==> src/armPkg.sv <==
package armPkg;

   typedef logic [31:0] word_t;     // Data word, address or instruction
   typedef logic [3:0]  regAddr_t;
   typedef logic [3:0]  cond_t;

   localparam regAddr_t regNum       = 4'd15;  // Register that reads as PC+8
   localparam word_t    pcReadOffset = 32'd8;

   typedef struct packed {
      logic neg;
      logic zero;
      logic carry;
      logic overflow;
   } flags_t;

   typedef enum logic [1:0] {
      aluAdd = 2'b00,
      aluSub = 2'b01,
      aluAnd = 2'b10,
      aluOrr = 2'b11
   } aluOp_t;

   // Operand source in execute
   typedef enum logic [1:0] {
      fwdReg = 2'b00,
      fwdWb  = 2'b01,
      fwdMem = 2'b10
   } fwdSel_t;

   typedef struct packed {
      logic   aluSrcImm;
      aluOp_t aluOp;
      logic   flagWriteAll;    // N and Z
      logic   flagWriteArith;  // C and V
      logic   regWrite;
      logic   memWrite;
      logic   memToReg;
      logic   branch;
   } decodeCtrl_t;

   // Execute stage register
   typedef struct packed {
      decodeCtrl_t ctrl;
      cond_t       cond;
      word_t       rd1;
      word_t       rd2;
      word_t       imm;
      regAddr_t    src1;
      regAddr_t    src2;
      regAddr_t    dest;
   } exeStage_t;

   // Memory stage register, controls already condition gated
   typedef struct packed {
      logic     regWrite;
      logic     memWrite;
      logic     memToReg;
      word_t    aluResult;
      word_t    writeData;
      regAddr_t dest;
   } memStage_t;

   typedef struct packed {
      logic     regWrite;
      logic     memToReg;
      word_t    aluResult;
      word_t    readData;
      regAddr_t dest;
   } wbStage_t;

endpackage

==> src/armDecoder.sv <==
`timescale 1ns/1ps

module armDecoder (
   input  armPkg::word_t       instr,
   input  logic                valid,
   output armPkg::decodeCtrl_t ctrl,
   output armPkg::word_t       extImm,
   output armPkg::regAddr_t    readReg1,
   output armPkg::regAddr_t    readReg2
);
   import armPkg::*;

   logic [1:0] op;
   logic [5:0] funct;
   aluOp_t     dpOp;
   logic       dpKnown;
   logic       dpForm;
   logic       memForm;
   logic       brForm;

   assign op    = instr[27:26];
   assign funct = instr[25:20];

   always_comb begin
      dpKnown = 1'b1;
      case (funct[4:1])
         4'b0100: dpOp = aluAdd;
         4'b0010: dpOp = aluSub;
         4'b0000: dpOp = aluAnd;
         4'b1100: dpOp = aluOrr;
         default: begin
            dpOp    = aluAdd;
            dpKnown = 1'b0;
         end
      endcase
   end

   // No rotate, no shifted register, no write to R15
   assign dpForm = (op == 2'b00) && dpKnown && (instr[11:8] == 4'b0000) &&
                   (funct[5] || instr[7:4] == 4'b0000) && (instr[15:12] != regNum);
   // Immediate offset, pre-indexed, up, word, no writeback
   assign memForm = (op == 2'b01) && (funct[5:1] == 5'b01100) &&
                    !(funct[0] && instr[15:12] == regNum);
   assign brForm = (op == 2'b10) && (funct[5:4] == 2'b10);  // B without link

   always_comb begin
      ctrl = '0;  // Bubble or unsupported encoding
      if (valid) begin
         if (dpForm) begin
            ctrl.aluSrcImm      = funct[5];
            ctrl.aluOp          = dpOp;
            ctrl.flagWriteAll   = funct[0];
            ctrl.flagWriteArith = funct[0] && (dpOp == aluAdd || dpOp == aluSub);
            ctrl.regWrite       = 1'b1;
         end else if (memForm) begin
            ctrl.aluSrcImm = 1'b1;
            ctrl.regWrite  = funct[0];  // L bit
            ctrl.memToReg  = funct[0];
            ctrl.memWrite  = !funct[0];
         end else if (brForm) begin
            ctrl.aluSrcImm = 1'b1;
            ctrl.branch    = 1'b1;
         end
      end
   end

   always_comb begin
      case (op)
         2'b00:   extImm = {24'b0, instr[7:0]};
         2'b01:   extImm = {20'b0, instr[11:0]};
         default: extImm = {{6{instr[23]}}, instr[23:0], 2'b00};  // Word offset
      endcase
   end

   assign readReg1 = (op == 2'b10) ? regNum : instr[19:16];  // Branch base is PC+8
   assign readReg2 = (op == 2'b01) ? instr[15:12] : instr[3:0];  // Store data is Rd

endmodule

==> src/regFile.sv <==
`timescale 1ns/1ps

module regFile (
   input  logic             clk,
   input  logic             writeEn,
   input  armPkg::regAddr_t readReg1,
   input  armPkg::regAddr_t readReg2,
   input  armPkg::regAddr_t writeReg,
   input  armPkg::word_t    writeData,
   input  armPkg::word_t    pcPlus8,
   output armPkg::word_t    readData1,
   output armPkg::word_t    readData2
);
   import armPkg::*;

   word_t regs [0:14];  // R0 to R14

   // Mid-cycle write so decode sees the writeback value in the same cycle
   always_ff @(negedge clk) begin
      if (writeEn && writeReg != regNum) begin
         regs[writeReg] <= writeData;
      end
   end

   assign readData1 = (readReg1 == regNum) ? pcPlus8 : regs[readReg1];
   assign readData2 = (readReg2 == regNum) ? pcPlus8 : regs[readReg2];

endmodule

==> src/alu.sv <==
`timescale 1ns/1ps

module alu (
   input  armPkg::word_t  a,
   input  armPkg::word_t  b,
   input  armPkg::aluOp_t op,
   output armPkg::word_t  result,
   output armPkg::flags_t aluFlags
);
   import armPkg::*;

   logic        sub;
   logic        logicOp;
   word_t       bIn;
   logic [32:0] sum;

   assign sub     = (op == aluSub);
   assign logicOp = (op == aluAnd) || (op == aluOrr);
   assign bIn     = sub ? ~b : b;
   assign sum     = {1'b0, a} + {1'b0, bIn} + {32'b0, sub};  // Two's complement subtract

   always_comb begin
      case (op)
         aluAnd:  result = a & b;
         aluOrr:  result = a | b;
         default: result = sum[31:0];
      endcase
   end

   // Overflow when both adder inputs agree in sign and the sum does not
   assign aluFlags = '{neg:      result[31],
                       zero:     (result == '0),
                       carry:    !logicOp && sum[32],
                       overflow: !logicOp && (a[31] ~^ bIn[31]) && (a[31] ^ sum[31])};

endmodule

==> src/condUnit.sv <==
`timescale 1ns/1ps

module condUnit (
   input  logic           clk,
   input  logic           reset,
   input  armPkg::cond_t  cond,
   input  armPkg::flags_t aluFlags,
   input  logic           flagWriteAll,
   input  logic           flagWriteArith,
   output logic           condPass
);
   import armPkg::*;

   flags_t flags;
   flags_t flagsNext;
   logic   ge;

   assign ge = (flags.neg == flags.overflow);

   always_comb begin
      case (cond)
         4'b0000: condPass = flags.zero;                  // EQ
         4'b0001: condPass = !flags.zero;                 // NE
         4'b0010: condPass = flags.carry;                 // CS
         4'b0011: condPass = !flags.carry;                // CC
         4'b0100: condPass = flags.neg;                   // MI
         4'b0101: condPass = !flags.neg;                  // PL
         4'b0110: condPass = flags.overflow;              // VS
         4'b0111: condPass = !flags.overflow;             // VC
         4'b1000: condPass = flags.carry && !flags.zero;  // HI
         4'b1001: condPass = !flags.carry || flags.zero;  // LS
         4'b1010: condPass = ge;
         4'b1011: condPass = !ge;
         4'b1100: condPass = ge && !flags.zero;           // GT
         4'b1101: condPass = !ge || flags.zero;           // LE
         4'b1110: condPass = 1'b1;                        // AL
         default: condPass = 1'b0;
      endcase
   end

   always_comb begin
      flagsNext = flags;
      if (condPass && flagWriteAll) begin
         flagsNext.neg  = aluFlags.neg;
         flagsNext.zero = aluFlags.zero;
      end
      // C and V only from ADDS and SUBS
      if (condPass && flagWriteArith) begin
         flagsNext.carry    = aluFlags.carry;
         flagsNext.overflow = aluFlags.overflow;
      end
   end

   always_ff @(posedge clk, posedge reset) begin
      if (reset) begin
         flags <= '0;
      end else begin
         flags <= flagsNext;
      end
   end

endmodule

==> src/hazardUnit.sv <==
`timescale 1ns/1ps

module hazardUnit (
   input  armPkg::regAddr_t src1E,
   input  armPkg::regAddr_t src2E,
   input  armPkg::regAddr_t src1D,
   input  armPkg::regAddr_t src2D,
   input  armPkg::regAddr_t destE,
   input  armPkg::regAddr_t destM,
   input  armPkg::regAddr_t destW,
   input  logic             regWriteM,
   input  logic             regWriteW,
   input  logic             memToRegE,
   input  logic             branchTakenE,
   output armPkg::fwdSel_t  fwdA,
   output armPkg::fwdSel_t  fwdB,
   output logic             stallF,
   output logic             stallD,
   output logic             flushD,
   output logic             flushE
);
   import armPkg::*;

   logic loadUse;

   // Memory stage is younger, so it wins over writeback
   always_comb begin
      if (regWriteM && destM == src1E)      fwdA = fwdMem;
      else if (regWriteW && destW == src1E) fwdA = fwdWb;
      else                                  fwdA = fwdReg;

      if (regWriteM && destM == src2E)      fwdB = fwdMem;
      else if (regWriteW && destW == src2E) fwdB = fwdWb;
      else                                  fwdB = fwdReg;
   end

   // Load data not ready until writeback
   assign loadUse = memToRegE && (destE == src1D || destE == src2D);

   assign stallF = loadUse;
   assign stallD = loadUse;
   assign flushE = loadUse || branchTakenE;  // Bubble into execute
   assign flushD = branchTakenE;

endmodule

==> src/armPipeline.sv <==
`timescale 1ns/1ps

module armPipeline #(
   parameter armPkg::word_t resetVector = 32'h0000_0000
) (
   input  logic          clk,
   input  logic          reset,
   output armPkg::word_t pcF,
   input  armPkg::word_t instrF,
   output logic          memWrite,
   output armPkg::word_t dataAdr,
   output armPkg::word_t writeData,
   input  armPkg::word_t readData
);
   import armPkg::*;

   word_t       pcPlus4F;
   word_t       pcNextF;
   word_t       instrD;
   word_t       pcD;
   logic        validD;
   decodeCtrl_t ctrlD;
   word_t       extImmD;
   word_t       rd1D;
   word_t       rd2D;
   regAddr_t    readReg1D;
   regAddr_t    readReg2D;
   exeStage_t   exeNext;
   exeStage_t   exeReg;
   memStage_t   memReg;
   wbStage_t    wbReg;
   word_t       srcAE;
   word_t       writeDataE;
   word_t       srcBE;
   word_t       aluResultE;
   flags_t      aluFlagsE;
   logic        condPassE;
   logic        branchTakenE;
   word_t       resultW;
   fwdSel_t     fwdA;
   fwdSel_t     fwdB;
   logic        stallF;
   logic        stallD;
   logic        flushD;
   logic        flushE;

   function automatic word_t forward(input fwdSel_t sel, input word_t regVal,
                                     input word_t memVal, input word_t wbVal);
      case (sel)
         fwdMem:  return memVal;
         fwdWb:   return wbVal;
         default: return regVal;
      endcase
   endfunction

   // Fetch
   assign pcPlus4F = pcF + 32'd4;
   assign pcNextF  = branchTakenE ? aluResultE : pcPlus4F;  // Branch target from ALU

   always_ff @(posedge clk, posedge reset) begin
      if (reset) begin
         pcF <= resetVector;
      end else if (!stallF) begin
         pcF <= pcNextF;
      end
   end

   // Decode register
   always_ff @(posedge clk, posedge reset) begin
      if (reset) begin
         validD <= 1'b0;
      end else if (flushD) begin
         validD <= 1'b0;  // Wrong-path slot
      end else if (!stallD) begin
         validD <= 1'b1;
      end
   end

   always_ff @(posedge clk) begin
      if (!stallD) begin
         instrD <= instrF;
         pcD    <= pcF;
      end
   end

   armDecoder uDecoder (
      .instr    (instrD),
      .valid    (validD),
      .ctrl     (ctrlD),
      .extImm   (extImmD),
      .readReg1 (readReg1D),
      .readReg2 (readReg2D)
   );

   regFile uRegFile (
      .clk       (clk),
      .writeEn   (wbReg.regWrite),
      .readReg1  (readReg1D),
      .readReg2  (readReg2D),
      .writeReg  (wbReg.dest),
      .writeData (resultW),
      .pcPlus8   (pcD + pcReadOffset),
      .readData1 (rd1D),
      .readData2 (rd2D)
   );

   // Execute register
   always_comb begin
      exeNext.ctrl = flushE ? '0 : ctrlD;
      exeNext.cond = instrD[31:28];
      exeNext.rd1  = rd1D;
      exeNext.rd2  = rd2D;
      exeNext.imm  = extImmD;
      exeNext.src1 = readReg1D;
      exeNext.src2 = readReg2D;
      exeNext.dest = instrD[15:12];
   end

   always_ff @(posedge clk, posedge reset) begin
      if (reset) begin
         exeReg <= '0;
      end else begin
         exeReg <= exeNext;
      end
   end

   assign srcAE      = forward(fwdA, exeReg.rd1, memReg.aluResult, resultW);
   assign writeDataE = forward(fwdB, exeReg.rd2, memReg.aluResult, resultW);
   assign srcBE      = exeReg.ctrl.aluSrcImm ? exeReg.imm : writeDataE;

   alu uAlu (
      .a        (srcAE),
      .b        (srcBE),
      .op       (exeReg.ctrl.aluOp),
      .result   (aluResultE),
      .aluFlags (aluFlagsE)
   );

   condUnit uCondUnit (
      .clk            (clk),
      .reset          (reset),
      .cond           (exeReg.cond),
      .aluFlags       (aluFlagsE),
      .flagWriteAll   (exeReg.ctrl.flagWriteAll),
      .flagWriteArith (exeReg.ctrl.flagWriteArith),
      .condPass       (condPassE)
   );

   assign branchTakenE = exeReg.ctrl.branch && condPassE;

   // Memory register
   always_ff @(posedge clk, posedge reset) begin
      if (reset) begin
         memReg <= '0;
      end else begin
         memReg <= '{regWrite:  exeReg.ctrl.regWrite && condPassE,
                     memWrite:  exeReg.ctrl.memWrite && condPassE,
                     memToReg:  exeReg.ctrl.memToReg,
                     aluResult: aluResultE,
                     writeData: writeDataE,
                     dest:      exeReg.dest};
      end
   end

   assign memWrite  = memReg.memWrite;
   assign dataAdr   = memReg.aluResult;
   assign writeData = memReg.writeData;

   // Writeback register
   always_ff @(posedge clk, posedge reset) begin
      if (reset) begin
         wbReg <= '0;
      end else begin
         wbReg <= '{regWrite:  memReg.regWrite,
                    memToReg:  memReg.memToReg,
                    aluResult: memReg.aluResult,
                    readData:  readData,
                    dest:      memReg.dest};
      end
   end

   assign resultW = wbReg.memToReg ? wbReg.readData : wbReg.aluResult;

   hazardUnit uHazardUnit (
      .src1E        (exeReg.src1),
      .src2E        (exeReg.src2),
      .src1D        (readReg1D),
      .src2D        (readReg2D),
      .destE        (exeReg.dest),
      .destM        (memReg.dest),
      .destW        (wbReg.dest),
      .regWriteM    (memReg.regWrite),
      .regWriteW    (wbReg.regWrite),
      .memToRegE    (exeReg.ctrl.memToReg),
      .branchTakenE (branchTakenE),
      .fwdA         (fwdA),
      .fwdB         (fwdB),
      .stallF       (stallF),
      .stallD       (stallD),
      .flushD       (flushD),
      .flushE       (flushE)
   );

endmodule

==> config.mk <==
export PLATFORM = sky130hd
export DESIGN_NAME = armPipeline
export DESIGN_NICKNAME = d
export VERILOG_FILES = /design/src/armPkg.sv /design/src/armDecoder.sv /design/src/regFile.sv /design/src/alu.sv /design/src/condUnit.sv /design/src/hazardUnit.sv /design/src/armPipeline.sv
export SDC_FILE = /design/constraint.sdc
export NUM_CORES = 2
export LEC_CHECK = 0
export ABC_AREA = 1
export CORE_AREA = 2 2 362 364
export CTS_CLUSTER_DIAMETER = 80
export DETAILED_ROUTE_END_ITERATION = 7
export DIE_AREA = 0 0 364 366
export DONT_BUFFER_PORTS = 1
export PLACE_DENSITY = 0.52
export SYNTH_ARGS = -nofsm -noshare
export SYNTH_HDL_FRONTEND = slang
export SYNTH_HIERARCHICAL = 1
export SYNTH_SLANG_ARGS = --single-unit
==> constraint.sdc <==
create_clock -name clk -period 21.6 [get_ports clk]
set_input_delay 4.32 -clock clk [delete_from_list [all_inputs] [get_ports clk]]
set_output_delay 4.32 -clock clk [all_outputs]
set_load 0.05 [all_outputs]
==> reports/results.ini <==
[cells_and_area]
area.growth.synth_to_final_pct = 13.7
fin_nets = 5861
drive_gt1_share_pct = 7.78
fin_cells = 7584
mostFrequentLayoutCells = nand2_1, inv_1, nand3_1, edfxtp_1, nor2_1
layout.cells.most_common = nand2_1
final_area_sq_um = 51200

[floorplan]
io_pins = 163
coreArea_sq_um = 129000
die_w_um = 364
initial_core_util_pct = 34.9
die-height_um = 366
fp-row-count = 132
die_area_sq_um = 133000

[synth]
synth_top_area_share_pct = 36.3
yosysTopAreaCell = edfxtp_1
yosysUniqueCellTypes = 53
synth_area_leaders = edfxtp_1, dfrtp_1, nand2_1, nand3_1, inv_1
synthArstFlopShare_pct = 35.5
yosys_warnings = 6
synth_ff_type = edfxtp_1
synthCells = 5438
avgSynthCellArea_sq_um = 8.28
synth_nets = 5546
synth_seq_cells = 843
synth_seq_area_share_pct = 52.9
synth_area_sq_um = 45000
synth_edf_count = 544

[sta]
skew_ns = 0.0473
drv_slew = 0
report.final.hold_viol_count = 0
worst_pin_slew_ns = 1.27
rsz0062_at_grt = false
tns_ns = 0
slew-limit-headroom_pct = 14.2
setup_violations = 0

[clock_tree]
post_cts_resized = 0
cts_tree = built
cts_buffers = 96
cts.path.max_buffers = 3
clk_latency_ns = 0.71
clk_pin_slew_ns = 0.06
cts-hold-fix-buffers = 0
clockRootBuffer = clkbuf_16
postCtsSetupBuffers = 0
htreeDepth = 3
cts.sinks = 843

[hold_path]
worstHoldStart = instrD[31]
hold_path_end = exeReg[111]
min_path_type = flop to flop
holdPathStages = 0

[setup_path]
cp_max_fo = 18
rr_endpoint = uRegFile/regs[14][6]
worstPathArrival_ns = 2.89
crit_slowest_cell = nor2_4
cp-end-kind = flop
rr_worst_depth = 4
regToRegStartpoint = wbReg[0]
worstSetupStartpointType = flop
required_ns = 11.14
critPathKind = flop to flop
crit_chain = inv_1, nand3_1, nor2_4, buf_4
ff2ff_setup_slack_ns = 8.25
max_stage_delay_ns = 0.80

[global_routing]
grt_overflow = 0
antenna_found_initial = 15
grt_max_degree = 159
grt_pass1_vias = 37400
grt_pass1_wl_um = 253000
track_usage_pct = 26.3

[detailed_routing]
route.met2.wl_um = 76900
drc = 0
via_per_inst = 5.22
drt_iter0_drc = 4546
ant_nets = 0
firstDrtPassIters = 6
wl_met1_um = 72100
wl_met3_um = 19700
wl_per_cell_um = 23.4
wl_um = 178000
highest_layer = met5
num_vias = 39600

[placement]
routabilityCongestion = 0.941
place_area_sq_um = 46100
place_inst = 6918
hpwl_um = 114000
io_buffers = 0

[power]
ir_worst_vdd_mv = 0.0895
total_power_mw = 5.78
cellPowerDensity_nw_per_um2 = 113
power_leakage_nw = 24.2

[run]
drv_cap = 0

[run_status]
outcome = finished clean

[synthesized netlist by cell type (all sizes together), types with 3 or more instances]
library cell     n
nor2           428
clkbuf          70
or2             29
nor3b            3
o21ai          233
a31oi           28
nand4           25
edfxtp         544
o21bai           3
nor3            27
o22ai            5
buf            265
dfrtp          299
nand3          618
a22oi           65
ha              41
nand3b          17
xor2            16
nand2         1906
inv            566
o211ai          52
xnor2           51
a21oi          135
[cell type report]
type	instances	area, sq um
Clock inverter	544	2430
Clock buffer	116	2690
Multi-Input combinational cell	3693	17300
Tap cell	1742	2180
Sequential cell	843	23800
Inverter	566	2150
Antenna cell	7	17.5
Timing Repair Buffer	73	573
Fill cell	13200	77800
[logic make-up after synthesis]
| logic type | synth area share, % |
|---|---|
| and+or+nand+nor | 28.4 |
| buffers and inverters | 8.94 |
| DFF | 52.9 |
| AOI/OAI and AO/OA | 7.22 |
| xor gates and xnor gates | 1.30 |
| adders and majority gates | 1.18 |
[layer usage]
metal	GRT usage, %	up-vias
met1	35.2	18800
met4	13.0	4
met2	39.3	2092
li1	-	18300
met3	6.73	389
met5	0	-
[worst max-delay path by stage]
stage	start	end	slack (ns)	depth (start not counted)
after global placement	wbReg[0]	uRegFile/regs[14][7]	8.28	4
after CTS	wbReg[0]	uRegFile/regs[14][31]	8.29	4
final	wbReg[0]	uRegFile/regs[14][6]	8.25	4
after detailed placement	wbReg[0]	uRegFile/regs[14][6]	8.29	4
after floorplan	wbReg[3]	uRegFile/regs[6][0]	7.51	3
after global routing	wbReg[0]	uRegFile/regs[14][14]	8.18	4
[worst max-delay path, delay by kind of cell, from the launching register on]
kind | cells | cell delay [ns]
AND/OR/NAND/NOR | 2 | 1.07
buffers and inverters | 2 | 0.65
flip-flops | 1 | 0.48
[sequential cells by signal, indices dropped and copies added, names as in the netlist]
| register | cells |
|---|---|
| writeData | 32 |
| wbReg | 70 |
| uCondUnit/flags | 4 |
| memWrite | 1 |
| instrD | 32 |
| exeReg | 121 |
| validD | 1 |
| memReg | 6 |
| pcF | 32 |
| pcD | 32 |
| uRegFile/regs | 480 |
| dataAdr | 32 |
[metrics by stage]
step	hold slack [ns]	utilization, %	setup slack (ns)
finish	0.353	39.7	8.25
global route	0.371	39.7	8.18
CTS	0.350	39.7	8.29
detailed placement	0.337	35.7	8.29
global placement	0.337	35.7	8.28
floorplan	0.331	-	7.51
[where the power goes]
group	switching (mW)	internal [mW]	total (mW)
Combinational	0.888	0.288	1.18
Sequential	0.530	2.03	2.56
Clock	0.929	1.11	2.04
Total	2.35	3.43	5.78
Note: power is estimated with default switching activity, not from simulation.
